===== src/bridge_pkg.sv =====
// cpu bridge shared definitions
package bridge_pkg;

  // --------------------
  // bus structs

  // one bus master request, cpu or host mapped to cpu form
  typedef struct packed {
    logic        as_n;   // address strobe, active low
    logic        uds_n;  // upper byte lane d15..d8
    logic        lds_n;  // lower byte lane d7..d0
    logic        r_w;    // 1 = read
    logic [23:1] addr;   // word address
    logic [15:0] wdata;
  } cpu_req_t;

  // host port, active high controls
  typedef struct packed {
    logic        cs;
    logic        we;
    logic [1:0]  bs;     // [1] upper lane, [0] lower lane
    logic [23:1] adr;
    logic [15:0] wdat;
  } host_req_t;

  // chipset side of the bridge
  typedef struct packed {
    logic        rd;
    logic        hwr;
    logic        lwr;
    logic [23:1] addr;
    logic [15:0] wdata;
  } int_bus_t;

  // idle request, all strobes released
  localparam cpu_req_t REQ_IDLE = '{
    as_n:  1'b1,
    uds_n: 1'b1,
    lds_n: 1'b1,
    r_w:   1'b1,
    addr:  '0,
    wdata: '0
  };

  // --------------------
  // e clock, counted in 7 MHz cycles
  localparam logic [3:0] ECLK_PHASES    = 4'd10; // one e period
  localparam logic [3:0] ECLK_HIGH_FROM = 4'd6;  // low 0..5, high 6..9
  localparam logic [3:0] VMA_SET_PHASE  = 4'd3;  // latched vpa turns into vma here
  localparam logic [3:0] VMA_ACK_PHASE  = 4'd8;  // peripheral dtack window
  localparam logic [3:0] VMA_CLR_PHASE  = 4'd9;  // end of e high, vma drops

  // --------------------
  // enable phases within the four clk of one 7 MHz cycle
  localparam logic [1:0] CLK7_PHASE  = 2'd0;
  localparam logic [1:0] CLK7N_PHASE = 2'd2;

endpackage

===== src/cpu_bridge.sv =====
// 68000 to chipset bus bridge
module cpu_bridge (
  input  logic                 clk,
  input  logic                 _as_and_cs,
  input  bridge_pkg::cpu_req_t  cpu,
  input  bridge_pkg::host_req_t host,
  input  logic                 cpu_halt,
  input  logic                 vpa,
  input  logic                 dbr,
  input  logic                 dbs,
  input  logic                 nrdy,
  input  logic [15:0]          data_in,    // chipset read data
  output bridge_pkg::int_bus_t  bus,
  output logic                 dtack_n,
  output logic [15:0]          rdata,
  output logic                 eclk,
  output logic [15:0]          host_rdat,
  output logic                 host_ack
);
  import bridge_pkg::*;

  logic       clk7_en;
  logic       clk7n_en;
  logic       cck;
  logic [3:0] eclk_phase;
  logic       halt;
  logic       rdata_load;
  logic       rd;
  logic       hwr;
  logic       lwr;
  cpu_req_t   sel_req;  // before the request latch
  cpu_req_t   req;      // after it
  logic [15:0] rdata_q;

  // --------------------
  // timebase and master select

  eclk_timer u_timer (
    .clk        (clk),
    ._as_and_cs (_as_and_cs),
    .clk7_en    (clk7_en),
    .clk7n_en   (clk7n_en),
    .cck        (cck),
    .eclk_phase (eclk_phase),
    .eclk       (eclk)
  );

  host_arbiter u_arbiter (
    .clk        (clk),
    ._as_and_cs (_as_and_cs),
    .clk7_en    (clk7_en),
    .cpu        (cpu),
    .host       (host),
    .cpu_halt   (cpu_halt),
    .sel_req    (sel_req),
    .halt       (halt)
  );

  // request capture, every clk
  bus_latch #(.payload_t(cpu_req_t), .RESET_VAL(REQ_IDLE)) u_req_latch (
    .clk        (clk),
    ._as_and_cs (_as_and_cs),
    .load       (1'b1),
    .d          (sel_req),
    .q          (req)
  );

  // --------------------
  // cycle control and read data

  bus_cycle_fsm u_fsm (
    .clk        (clk),
    ._as_and_cs (_as_and_cs),
    .clk7_en    (clk7_en),
    .clk7n_en   (clk7n_en),
    .cck        (cck),
    .eclk_phase (eclk_phase),
    .req        (req),
    .vpa        (vpa),
    .dbr        (dbr),
    .dbs        (dbs),
    .nrdy       (nrdy),
    .dtack_n    (dtack_n),
    .rd         (rd),
    .hwr        (hwr),
    .lwr        (lwr),
    .rdata_load (rdata_load)
  );

  bus_latch #(.payload_t(logic [15:0])) u_rdata_latch (
    .clk        (clk),
    ._as_and_cs (_as_and_cs),
    .load       (rdata_load),
    .d          (data_in),
    .q          (rdata_q)
  );

  assign bus = '{rd: rd, hwr: hwr, lwr: lwr, addr: req.addr, wdata: req.wdata};

  assign rdata     = rdata_q;
  assign host_rdat = rdata_q;            // same latch serves both masters
  assign host_ack  = halt & ~dtack_n;    // only the host sees this one

endmodule


===== src/bus_cycle_fsm.sv =====
// bus cycle state machine
module bus_cycle_fsm (
  input  logic                clk,
  input  logic                _as_and_cs,
  input  logic                clk7_en,
  input  logic                clk7n_en,
  input  logic                cck,
  input  logic [3:0]          eclk_phase,
  input  bridge_pkg::cpu_req_t req,        // latched request of the selected master
  input  logic                vpa,         // peripheral address decoded
  input  logic                dbr,         // chipset holds the data bus
  input  logic                dbs,         // slow target
  input  logic                nrdy,        // target not ready
  output logic                dtack_n,
  output logic                rd,
  output logic                hwr,
  output logic                lwr,
  output logic                rdata_load
);
  import bridge_pkg::*;

  typedef enum logic [1:0] {
    st_idle,
    st_wait_grant, // waiting for a slot, then for clk7_en once dtack is down
    st_strobe,     // one 7 MHz cycle of rd or hwr/lwr
    st_hold        // transfer done, waiting for as_n release
  } state_t;

  state_t state;
  logic   l_as;    // as_n on the 7 MHz grid
  logic   lvpa;    // vpa on the 7 MHz grid
  logic   vma;     // valid memory address, synced to e clock
  logic   mem_ok;
  logic   per_ok;
  logic   grant;
  logic   ack_clr;

  // --------------------
  // 7 MHz samples and vma

  always_ff @(posedge clk or posedge _as_and_cs) begin
    if (_as_and_cs) begin
      l_as <= 1'b1;
      lvpa <= 1'b0;
      vma  <= 1'b0;
    end else if (clk7_en) begin
      l_as <= req.as_n;
      lvpa <= vpa;
      if (eclk_phase == VMA_CLR_PHASE) begin
        vma <= 1'b0; // e falls after this phase
      end else if (eclk_phase == VMA_SET_PHASE && lvpa) begin
        vma <= 1'b1;
      end
    end
  end

  // --------------------
  // slot grant and acknowledge

  assign mem_ok = !vpa && !(dbr && dbs);                         // no dma wait
  assign per_ok = vpa && vma && (eclk_phase == VMA_ACK_PHASE);   // cia window
  assign grant  = (state == st_wait_grant) && clk7n_en && cck && !nrdy
                  && (mem_ok || per_ok);

  // as_n rising ends the handshake without waiting for a clk edge
  assign ack_clr = _as_and_cs | req.as_n;

  always_ff @(posedge clk or posedge ack_clr) begin
    if (ack_clr) begin
      dtack_n <= 1'b1;
    end else if (grant) begin
      dtack_n <= 1'b0;
    end
  end

  // --------------------
  // cycle sequencing

  always_ff @(posedge clk or posedge _as_and_cs) begin
    if (_as_and_cs) begin
      state <= st_idle;
    end else begin
      case (state)
        st_idle:       if (clk7_en && !l_as) state <= st_wait_grant;
        st_wait_grant: begin
          if (req.as_n) begin
            state <= st_idle; // master gave up
          end else if (clk7_en && !dtack_n) begin
            state <= st_strobe; // 2 clk after the grant
          end
        end
        st_strobe:     if (clk7_en) state <= st_hold; // exactly 4 clk
        st_hold:       if (l_as) state <= st_idle;
        default:       state <= st_idle;
      endcase
    end
  end

  // transfer strobes, lanes from the latched request
  assign rd  = (state == st_strobe) && req.r_w;
  assign hwr = (state == st_strobe) && !req.r_w && !req.uds_n;
  assign lwr = (state == st_strobe) && !req.r_w && !req.lds_n;

  // capture in the last clk of the read strobe
  assign rdata_load = (state == st_strobe) && clk7_en && req.r_w;

  // --------------------
  // checks

  a_rd_wr_excl: assert property (
    @(posedge clk) disable iff (_as_and_cs) !(rd && (hwr || lwr))
  );

  // a master must keep as_n low until its strobe has ended
  a_strobe_acked: assert property (
    @(posedge clk) disable iff (_as_and_cs) (rd || hwr || lwr) |-> !dtack_n
  );

endmodule


===== src/host_arbiter.sv =====
// halt tracking and master select
module host_arbiter (
  input  logic                 clk,
  input  logic                 _as_and_cs,
  input  logic                 clk7_en,
  input  bridge_pkg::cpu_req_t  cpu,
  input  bridge_pkg::host_req_t host,
  input  logic                 cpu_halt,   // host wants the bus
  output bridge_pkg::cpu_req_t  sel_req,
  output logic                 halt
);

  // --------------------
  // halt, only changes with the cpu bus idle

  always_ff @(posedge clk or posedge _as_and_cs) begin
    if (_as_and_cs) begin
      halt <= 1'b0;
    end else if (clk7_en && cpu.as_n) begin
      halt <= cpu_halt; // set or clear between cpu cycles
    end
  end

  // --------------------
  // host request in cpu form

  always_comb begin
    if (halt) begin
      sel_req.as_n  = ~host.cs;
      sel_req.uds_n = ~host.bs[1];
      sel_req.lds_n = ~host.bs[0];
      sel_req.r_w   = ~host.we;   // write enable to read/write
      sel_req.addr  = host.adr;
      sel_req.wdata = host.wdat;
    end else begin
      sel_req = cpu;              // cpu owns the bus
    end
  end

endmodule


===== src/bus_latch.sv =====
// payload register with load enable
module bus_latch #(
  parameter type      payload_t = logic [15:0],
  parameter payload_t RESET_VAL = '0          // value after reset
) (
  input  logic     clk,
  input  logic     _as_and_cs,
  input  logic     load,
  input  payload_t d,
  output payload_t q
);

  // --------------------
  // capture

  always_ff @(posedge clk or posedge _as_and_cs) begin
    if (_as_and_cs) begin
      q <= RESET_VAL;
    end else if (load) begin
      q <= d;    // hold otherwise
    end
  end

endmodule


===== src/eclk_timer.sv =====
// 7 MHz and e clock timebase
module eclk_timer (
  input  logic       clk,
  input  logic       _as_and_cs,
  output logic       clk7_en,    // one clk in four
  output logic       clk7n_en,   // half a 7 MHz cycle later
  output logic       cck,        // colour clock phase
  output logic [3:0] eclk_phase, // 0..9
  output logic       eclk
);
  import bridge_pkg::*;

  logic [1:0] div; // clk / 4 divider

  // --------------------
  // 7 MHz enables

  always_ff @(posedge clk or posedge _as_and_cs) begin
    if (_as_and_cs) begin
      div <= '0;
    end else begin
      div <= div + 2'd1; // free running, wraps at 4
    end
  end

  assign clk7_en  = (div == CLK7_PHASE);
  assign clk7n_en = (div == CLK7N_PHASE);

  // --------------------
  // colour clock and e clock

  always_ff @(posedge clk or posedge _as_and_cs) begin
    if (_as_and_cs) begin
      cck        <= 1'b1; // high in even phases, so phase 8 is a cpu slot
      eclk_phase <= '0;
    end else if (clk7_en) begin
      cck <= ~cck; // dma and cpu slots alternate
      if (eclk_phase == ECLK_PHASES - 4'd1) begin
        eclk_phase <= '0;
      end else begin
        eclk_phase <= eclk_phase + 4'd1;
      end
    end
  end

  assign eclk = (eclk_phase >= ECLK_HIGH_FROM); // 6 low, 4 high

  // the vma and ack phase compares rely on the counter never leaving 0..9
  a_phase_range: assert property (
    @(posedge clk) disable iff (_as_and_cs) eclk_phase < ECLK_PHASES
  );

endmodule


===== config.mk =====
export PLATFORM = sky130hd
export DESIGN_NAME = cpu_bridge
export DESIGN_NICKNAME = d
export VERILOG_FILES = /design/src/bridge_pkg.sv /design/src/cpu_bridge.sv /design/src/bus_cycle_fsm.sv /design/src/host_arbiter.sv /design/src/bus_latch.sv /design/src/eclk_timer.sv
export SDC_FILE = /design/constraint.sdc
export NUM_CORES = 1
export LEC_CHECK = 0
export BUFFER_PORTS_ARGS = -buffer_cell sky130_fd_sc_hd__buf_2
export CAP_MARGIN = 15
export CORE_ASPECT_RATIO = 2
export CORE_MARGIN = 3
export CORE_UTILIZATION = 43
export CTS_CLUSTER_DIAMETER = 120
export DETAILED_ROUTE_END_ITERATION = 16
export PLACE_DENSITY_LB_ADDON = 0.05
export SETUP_SLACK_MARGIN = 0.15
export SLEW_MARGIN = 20
export SYNTH_ARGS = -nofsm -noshare
export SYNTH_HDL_FRONTEND = slang
export SYNTH_HIERARCHICAL = 1
export SYNTH_SLANG_ARGS = --single-unit

===== constraint.sdc =====
create_clock -name clk -period 1.1 [get_ports clk]
set_input_delay 0.055 -clock clk [delete_from_list [all_inputs] [get_ports clk]]
set_output_delay 0.055 -clock clk [all_outputs]
set_load 0.02 [all_outputs]

==> impl_metrics.ini, run 1 <==
[floorplan]
ios = 186
dieArea_mm2 = 0.01061
die_y_um = 142.7
initial_core_util_pct = 44.29
coreArea_mm2 = 0.009074
die_w_um = 74.36
rows = 49

[final_layout]
areaGrowthSynthToFinish_pct = 64.32
design_area_mm2 = 0.006604
stdcell_count = 625
final_nets = 629
layout-drive-gt1-share_pct = 77.82
antenna_cells = 0
utilization_pct = 72.78

[place]
hpwlAfterDp_um = 6443
io_buffers = 185
place.gp.congestion = 0.7201
pre_cts_ws_ps = -403.8
dpl.cell_count = 539
placed_area_mm2 = 0.004964

[clock_network]
cts_tree = yes
cts-htree-levels = 3
clock_path_buffers = 2
path_clk_slew_ps = 60
clock_sinks = 73
clock_latency_ps = 330
cts_root_buf = clkbuf_16
cts_made_buffers = 9

[grt]
grt_pass1_wl_um = 15260
grt_max_degree = 44
antenna_found_initial = 0
met1_usage_pct = 21.75
grt_pass1_vias = 3174
grt_use_total_pct = 19.01
grtUsageMet3_pct = 4.863
gr-usage-met2_pct = 33.13
top_usage_layer = met2
overflow = 0

[power_and_ir_drop]
p_total_mw = 12.14
powerDensity_mw_per_mm2 = 1838
irDropWorstVdd_v = 0.0009159
leakage_nw = 3.406

[logic_synthesis]
netlist_area_mm2 = 0.004019
yosys_warnings = 6
synth_common_cells = 84 x mux2_4, 66 x dfrtp_1, 19 x buf_4
synth_nets = 378
yosys.area.top_type = dfrtp_1
yosysUniqueCellTypes = 33
synth_ff_type = dfrtp_1
synth.most_common_cell = mux2_4
synth_edf_count = 0
synth.area.top_cells = dfrtp_1 41%, mux2_4 31%, mux2_2 5.0%
avgSynthCellArea_um2 = 15.05
yosys.area.top_type_share_pct = 41.10
ys_seq_area_share_pct = 45.67
async_reset_ff_share_pct = 100.0
postSynthCellCount = 267
ys_ff_latch = 73

[sta]
slew_violations = 0
layout_setup_ws_ps = -321.8
finalCriticalPeriod_ps = 1422
fin_tns_setup_ps = -19860
max_freq_ghz = 0.7033
whs_ps = 11.75
final.setup_skew_ps = 4.125
finalCritPeriodShare_pct = 129.3
hold_viol_final = 0
rsz0062_at_grt = true
finalSetupViolCount = 77

[worst_setup_path]
path_class = reg2reg
critPathMaxStageDelay_ps = 430
ff2ff_setup_slack_ps = -320
cp_max_fo = 14
crit_required_ps = 1320
r2r_end = u_req_latch/q[16]
worstPathCellList = buf_12, buf_12, mux2_4, mux2_4
cp-start-kind = flip-flop
cp_data_arrival_time_ps = 1640
reg2reg_from = u_arbiter/halt
cp-end-kind = flip-flop
reg2reg_depth = 4
crit_slowest_cell = dfrtp_2

[run_status]
outcome = complete, but fails checks
failed_checks = negative setup slack

[detailed_routing]
drtIter0Drc = 102
antenna_left = 0
routed_wl_um = 10650
route.detailed.drc = 0
routed_via_density = 4.762
first_pass_iters = 4
post_drt_wl_per_cell_um = 17.04
vias = 2976

[worst_hold_path]
whs_endpoint = u_fsm/dtack_n
hp-start = nrdy
hp-class = in2reg
hold_depth = 3

[run]
maxCapViolCount = 0
-- worst max path at each step --
| stage | endpoint | from | slack (ps) |
|---|---|---|---|
| 3_3_place_gp | u_rdata_latch/q[4] | u_req_latch/q[39] | -350 |
| 3_5_place_dp | u_rdata_latch/q[3] | u_req_latch/q[39] | -400 |
| 6_report | u_req_latch/q[16] | u_arbiter/halt | -320 |
| 2_1_floorplan | u_rdata_latch/q[10] | u_fsm/state[0] | -420 |
| 5_1_grt | u_rdata_latch/q[3] | u_req_latch/q[39] | -340 |
| 4_1_cts | u_req_latch/q[20] | u_arbiter/halt | -330 |
-- final cells by class --
class / count / area [µm²]
well taps: 102 / 127.6
repair buffers: 272 / 2260
inverters: 15 / 63.81
clock buffers: 12 / 256.5
fillers: 607 / 2470
flip-flops and latches: 73 / 1838
multi-input cells: 147 / 1959
clock inverters: 4 / 98.84
-- registers in the layout, indices dropped and copies added (netlist names), named ones only --
name,count
u_arbiter/halt,1
u_fsm/dtack_n,1
u_fsm/l_as,1
u_fsm/lvpa,1
u_fsm/state,1
u_fsm/vma,1
u_rdata_latch/q,16
u_req_latch/q,43
u_timer/cck,1
u_timer/div,2
u_timer/eclk_phase,4
-- placed cells by master, fill, tap and decap left out, types with 2 or more instances in the layout --
master,netlist,final
nor3_2,0,2
dfstp_2,7,7
clkinvlp_4,0,2
buf_12,8,6
dlygate4sd3_1,0,21
buf_8,0,2
nand2b_4,0,2
nand2_4,0,2
dfrtp_1,66,64
xor2_1,2,2
mux2_4,84,102
buf_4,19,53
inv_1,15,8
clkbuf_8,0,2
bufinv_16,0,3
nand2_2,0,2
mux2i_1,3,3
buf_16,0,3
dfrtp_2,0,2
a21oi_2,0,2
inv_2,0,5
a31oi_1,2,2
nand3b_1,3,3
buf_6,4,74
buf_2,0,112
nor2_1,5,3
clkbuf_16,0,10
-- where the power goes --
part | switching, mW | internal, mW | leakage, nW
Combinational | 2.02 | 2.96 | 2.37
Sequential | 0.507 | 3.23 | 0.865
Clock | 1.08 | 2.34 | 0.173
Total | 3.61 | 8.53 | 3.41
-- critical path: cells and delay by family, from the launching register on --
| family | cells | cell delay [ps] |
|---|---|---|
| buffers and inverters | 2 | 300 |
| DFF | 1 | 430 |
| muxes | 2 | 560 |
-- cells by family after synthesis --
| logic type | share of synthesized area (%) |
|---|---|
| and+or+nand+nor | 3.020 |
| muxes | 37.17 |
| adders and majority gates | 0.6226 |
| xor gates and xnor gates | 0.8719 |
| buffers and inverters | 10.18 |
| other | 0.09331 |
| AOI/OAI and AO/OA | 2.366 |
| DFF | 45.67 |
-- routing by layer --
metal	vias up	routed length (µm)	share of wire [%]
li1	1407	-	-
met1	1420	3970	37
met2	130	5766	54
met3	19	622	5.8
met4	0	288	2.7
met5	-	0	0
-- what timing repair did --
action                                 4_1_cts  5_1_grt
hold buffers                                21        0
pin swaps                                    8        5
cloned                                       2        1
endpoints found under the hold margin       88        0
setup endpoints to repair                  107      160
buffers inserted                            23       23
gates resized for setup                    102       85
Note: power is estimated with default switching activity, not from simulation.
==> inputs of run 2 (changes only) <==
--- a/config.mk
+++ b/config.mk
@@ -7,7 +7,6 @@
 export LEC_CHECK = 0
 export BUFFER_PORTS_ARGS = -buffer_cell sky130_fd_sc_hd__buf_2
 export CAP_MARGIN = 15
-export CORE_ASPECT_RATIO = 2
 export CORE_MARGIN = 3
 export CORE_UTILIZATION = 43
 export CTS_CLUSTER_DIAMETER = 120
==> run 2 against run 1 <==
  * The run still ends with negative setup slack left
  * Global-route usage is 0.21 points higher
  * Clock power is 49% lower
  * Maximum frequency hardly changed
  * Critical path depth is 1 higher
  * Count of clock-buffer cells in the layout stayed put
  * Register-to-register slack hardly changed
  * Clock skew hardly changed
  * Non-clock buffer count is 2 lower
  * Sequential cell count stayed put
  * Hold slack better by 60 ps
  * Critical path type unchanged
  * Largest cell class unchanged
  * Largest power group unchanged
  * Highest routed layer unchanged
==> impl_metrics.ini, run 2 (same netlist as run 1, synthesis figures left out) <==
[detailed_routing]
routed_via_density = 4.672
antenna_left = 0
routed_wl_um = 10300
route.detailed.drc = 0
first_pass_iters = 4
post_drt_wl_per_cell_um = 16.37
drtIter0Drc = 34
vias = 2939

[clock_network]
clock_latency_ps = 340
clock_sinks = 73
cts-htree-levels = 3
path_clk_slew_ps = 70
cts_made_buffers = 9
cts_tree = yes
cts_root_buf = clkbuf_8
clock_path_buffers = 2

[sta]
finalCriticalPeriod_ps = 1422
hold_viol_final = 0
layout_setup_ws_ps = -322.2
finalSetupViolCount = 76
final.setup_skew_ps = 4.255
finalCritPeriodShare_pct = 129.3
rsz0062_at_grt = true
slew_violations = 0
max_freq_ghz = 0.7032
whs_ps = 71.89

[floorplan]
coreArea_mm2 = 0.008891
die_w_um = 102.7
initial_core_util_pct = 45.20
dieArea_mm2 = 0.01054
rows = 34
ios = 186
die_y_um = 102.7

[worst_setup_path]
path_class = reg2reg
crit_required_ps = 1320
cp-end-kind = flip-flop
cp_data_arrival_time_ps = 1640
cp-start-kind = flip-flop
cp_max_fo = 8

[place]
io_buffers = 185
hpwlAfterDp_um = 6310
place.gp.congestion = 0.7626
pre_cts_ws_ps = -389.2

[grt]
grt_pass1_vias = 3132
grt_max_degree = 44
overflow = 0
antenna_found_initial = 0
grt_use_total_pct = 19.22
grt_pass1_wl_um = 15590

[final_layout]
largest_register = u_req_latch/q
areaGrowthSynthToFinish_pct = 60.87
multi_input_area_mm2 = 0.001976
final_nets = 627
layout-drive-gt1-share_pct = 76.58
layout_commonest_cell = buf_2
antenna_cells = 0
final_cell_mix = 108 x buf_2, 102 x mux2_4, 88 x buf_6
largest_register_ffs = 43
num-fill-cells = 596
top_regs = u_req_latch/q (43), u_rdata_latch/q (16), u_timer/eclk_phase (4)
regArea_mm2 = 0.001837

[power_and_ir_drop]
powerDensity_mw_per_mm2 = 1594
p_clk_share_pct = 16.8
leakage_nw = 3.325
irDropWorstVdd_v = 0.0009843
p_int_mw = 6.919
switchingPower_mw = 3.389
power_frac_seq_pct = 36.4
p_comb_share_pct = 46.8
p_sw_share_pct = 32.87

[run_status]
failed_checks = negative setup slack
outcome = complete, but fails checks

[run]
maxCapViolCount = 0

[worst_hold_path]
hp-class = in2reg
[run 2: changes by cell type in the layout (fill, tap and decap cells not counted), moves of 3 or more]
| cell | change |
|---|---|
| buf_4 | -13 |
| buf_2 | -4 |
| clkinv_2 | +4 |
| buf_6 | +14 |
| bufinv_16 | -3 |
| clkbuf_8 | +7 |
| clkbuf_16 | -9 |
[run 2: final cells by class]
| type | count | share of cell area (%) |
|---|---|---|
| Clock buffer | 12 | 2.090 |
| Clock inverter | 4 | 0.3097 |
| Inverter | 15 | 0.9290 |
| Multi-Input combinational cell | 147 | 30.56 |
| Sequential cell | 73 | 28.41 |
| Tap cell | 108 | 2.090 |
| Timing Repair Buffer | 270 | 35.61 |
[run 2: through the flow]
step / cell area, µm² / power (mW) / util [%] / TNS [ps] / cells
after detailed placement: 5019 / 6.973 / 56.45 / -15580 / 548
after CTS: 6171 / 9.990 / 69.41 / -16510 / 611
after floorplan: 4096 / 6.195 / - / -14240 / 267
after global routing: 6465 / 10.87 / 72.71 / -20890 / 629
after global placement: 5019 / 6.938 / 56.45 / -14880 / 548
final: 6465 / 10.31 / 72.71 / -18060 / 629
[run 2: power groups by stage]
stage               Sequential, mW  Clock (mW)  Combinational [mW]
finish                        3.75        1.73                4.83
global route                  3.82        1.95                5.10
CTS                           3.69        1.82                4.48
detailed placement            3.60           0                3.38
global placement              3.59           0                3.35
floorplan                     4.15           0                2.04
[run 2: worst paths after layout]
path,from,to,slack (ps),cells after the start
max,u_req_latch/q[39],u_rdata_latch/q[11],-320,5
min,host[37],u_req_latch/q[37],70,3
max reg2reg,u_req_latch/q[39],u_rdata_latch/q[11],-320,5
min reg2reg,u_req_latch/q[42],u_fsm/dtack_n,350,1
max in group asynchronous,_as_and_cs,u_req_latch/q[41],360,4
min in group asynchronous,_as_and_cs,u_arbiter/halt,180,3
[run 2: per-layer routing]
layer	share of wire [%]	track usage [%]
met5	0	0
met4	1.6	6.660
met3	6.7	4.939
met2	53	33.57
met1	39	22.94
[run 2: worst max-delay path, stage by stage (launching register included)]
cell and delay (ps):
dfstp_2 540, inv_2 40, nor2_4 80, and2_4 190, buf_16 140, mux2_4 310
[run 2: timing repair]
item                                    in CTS  in global routing
hold buffers                                22                  0
endpoints found under the setup margin     140                148
cloned                                       2                  1
pin swaps                                    9                  9
resized for setup                          168                 35
setup buffers                               23                 17
hold endpoints to repair                    89                  0
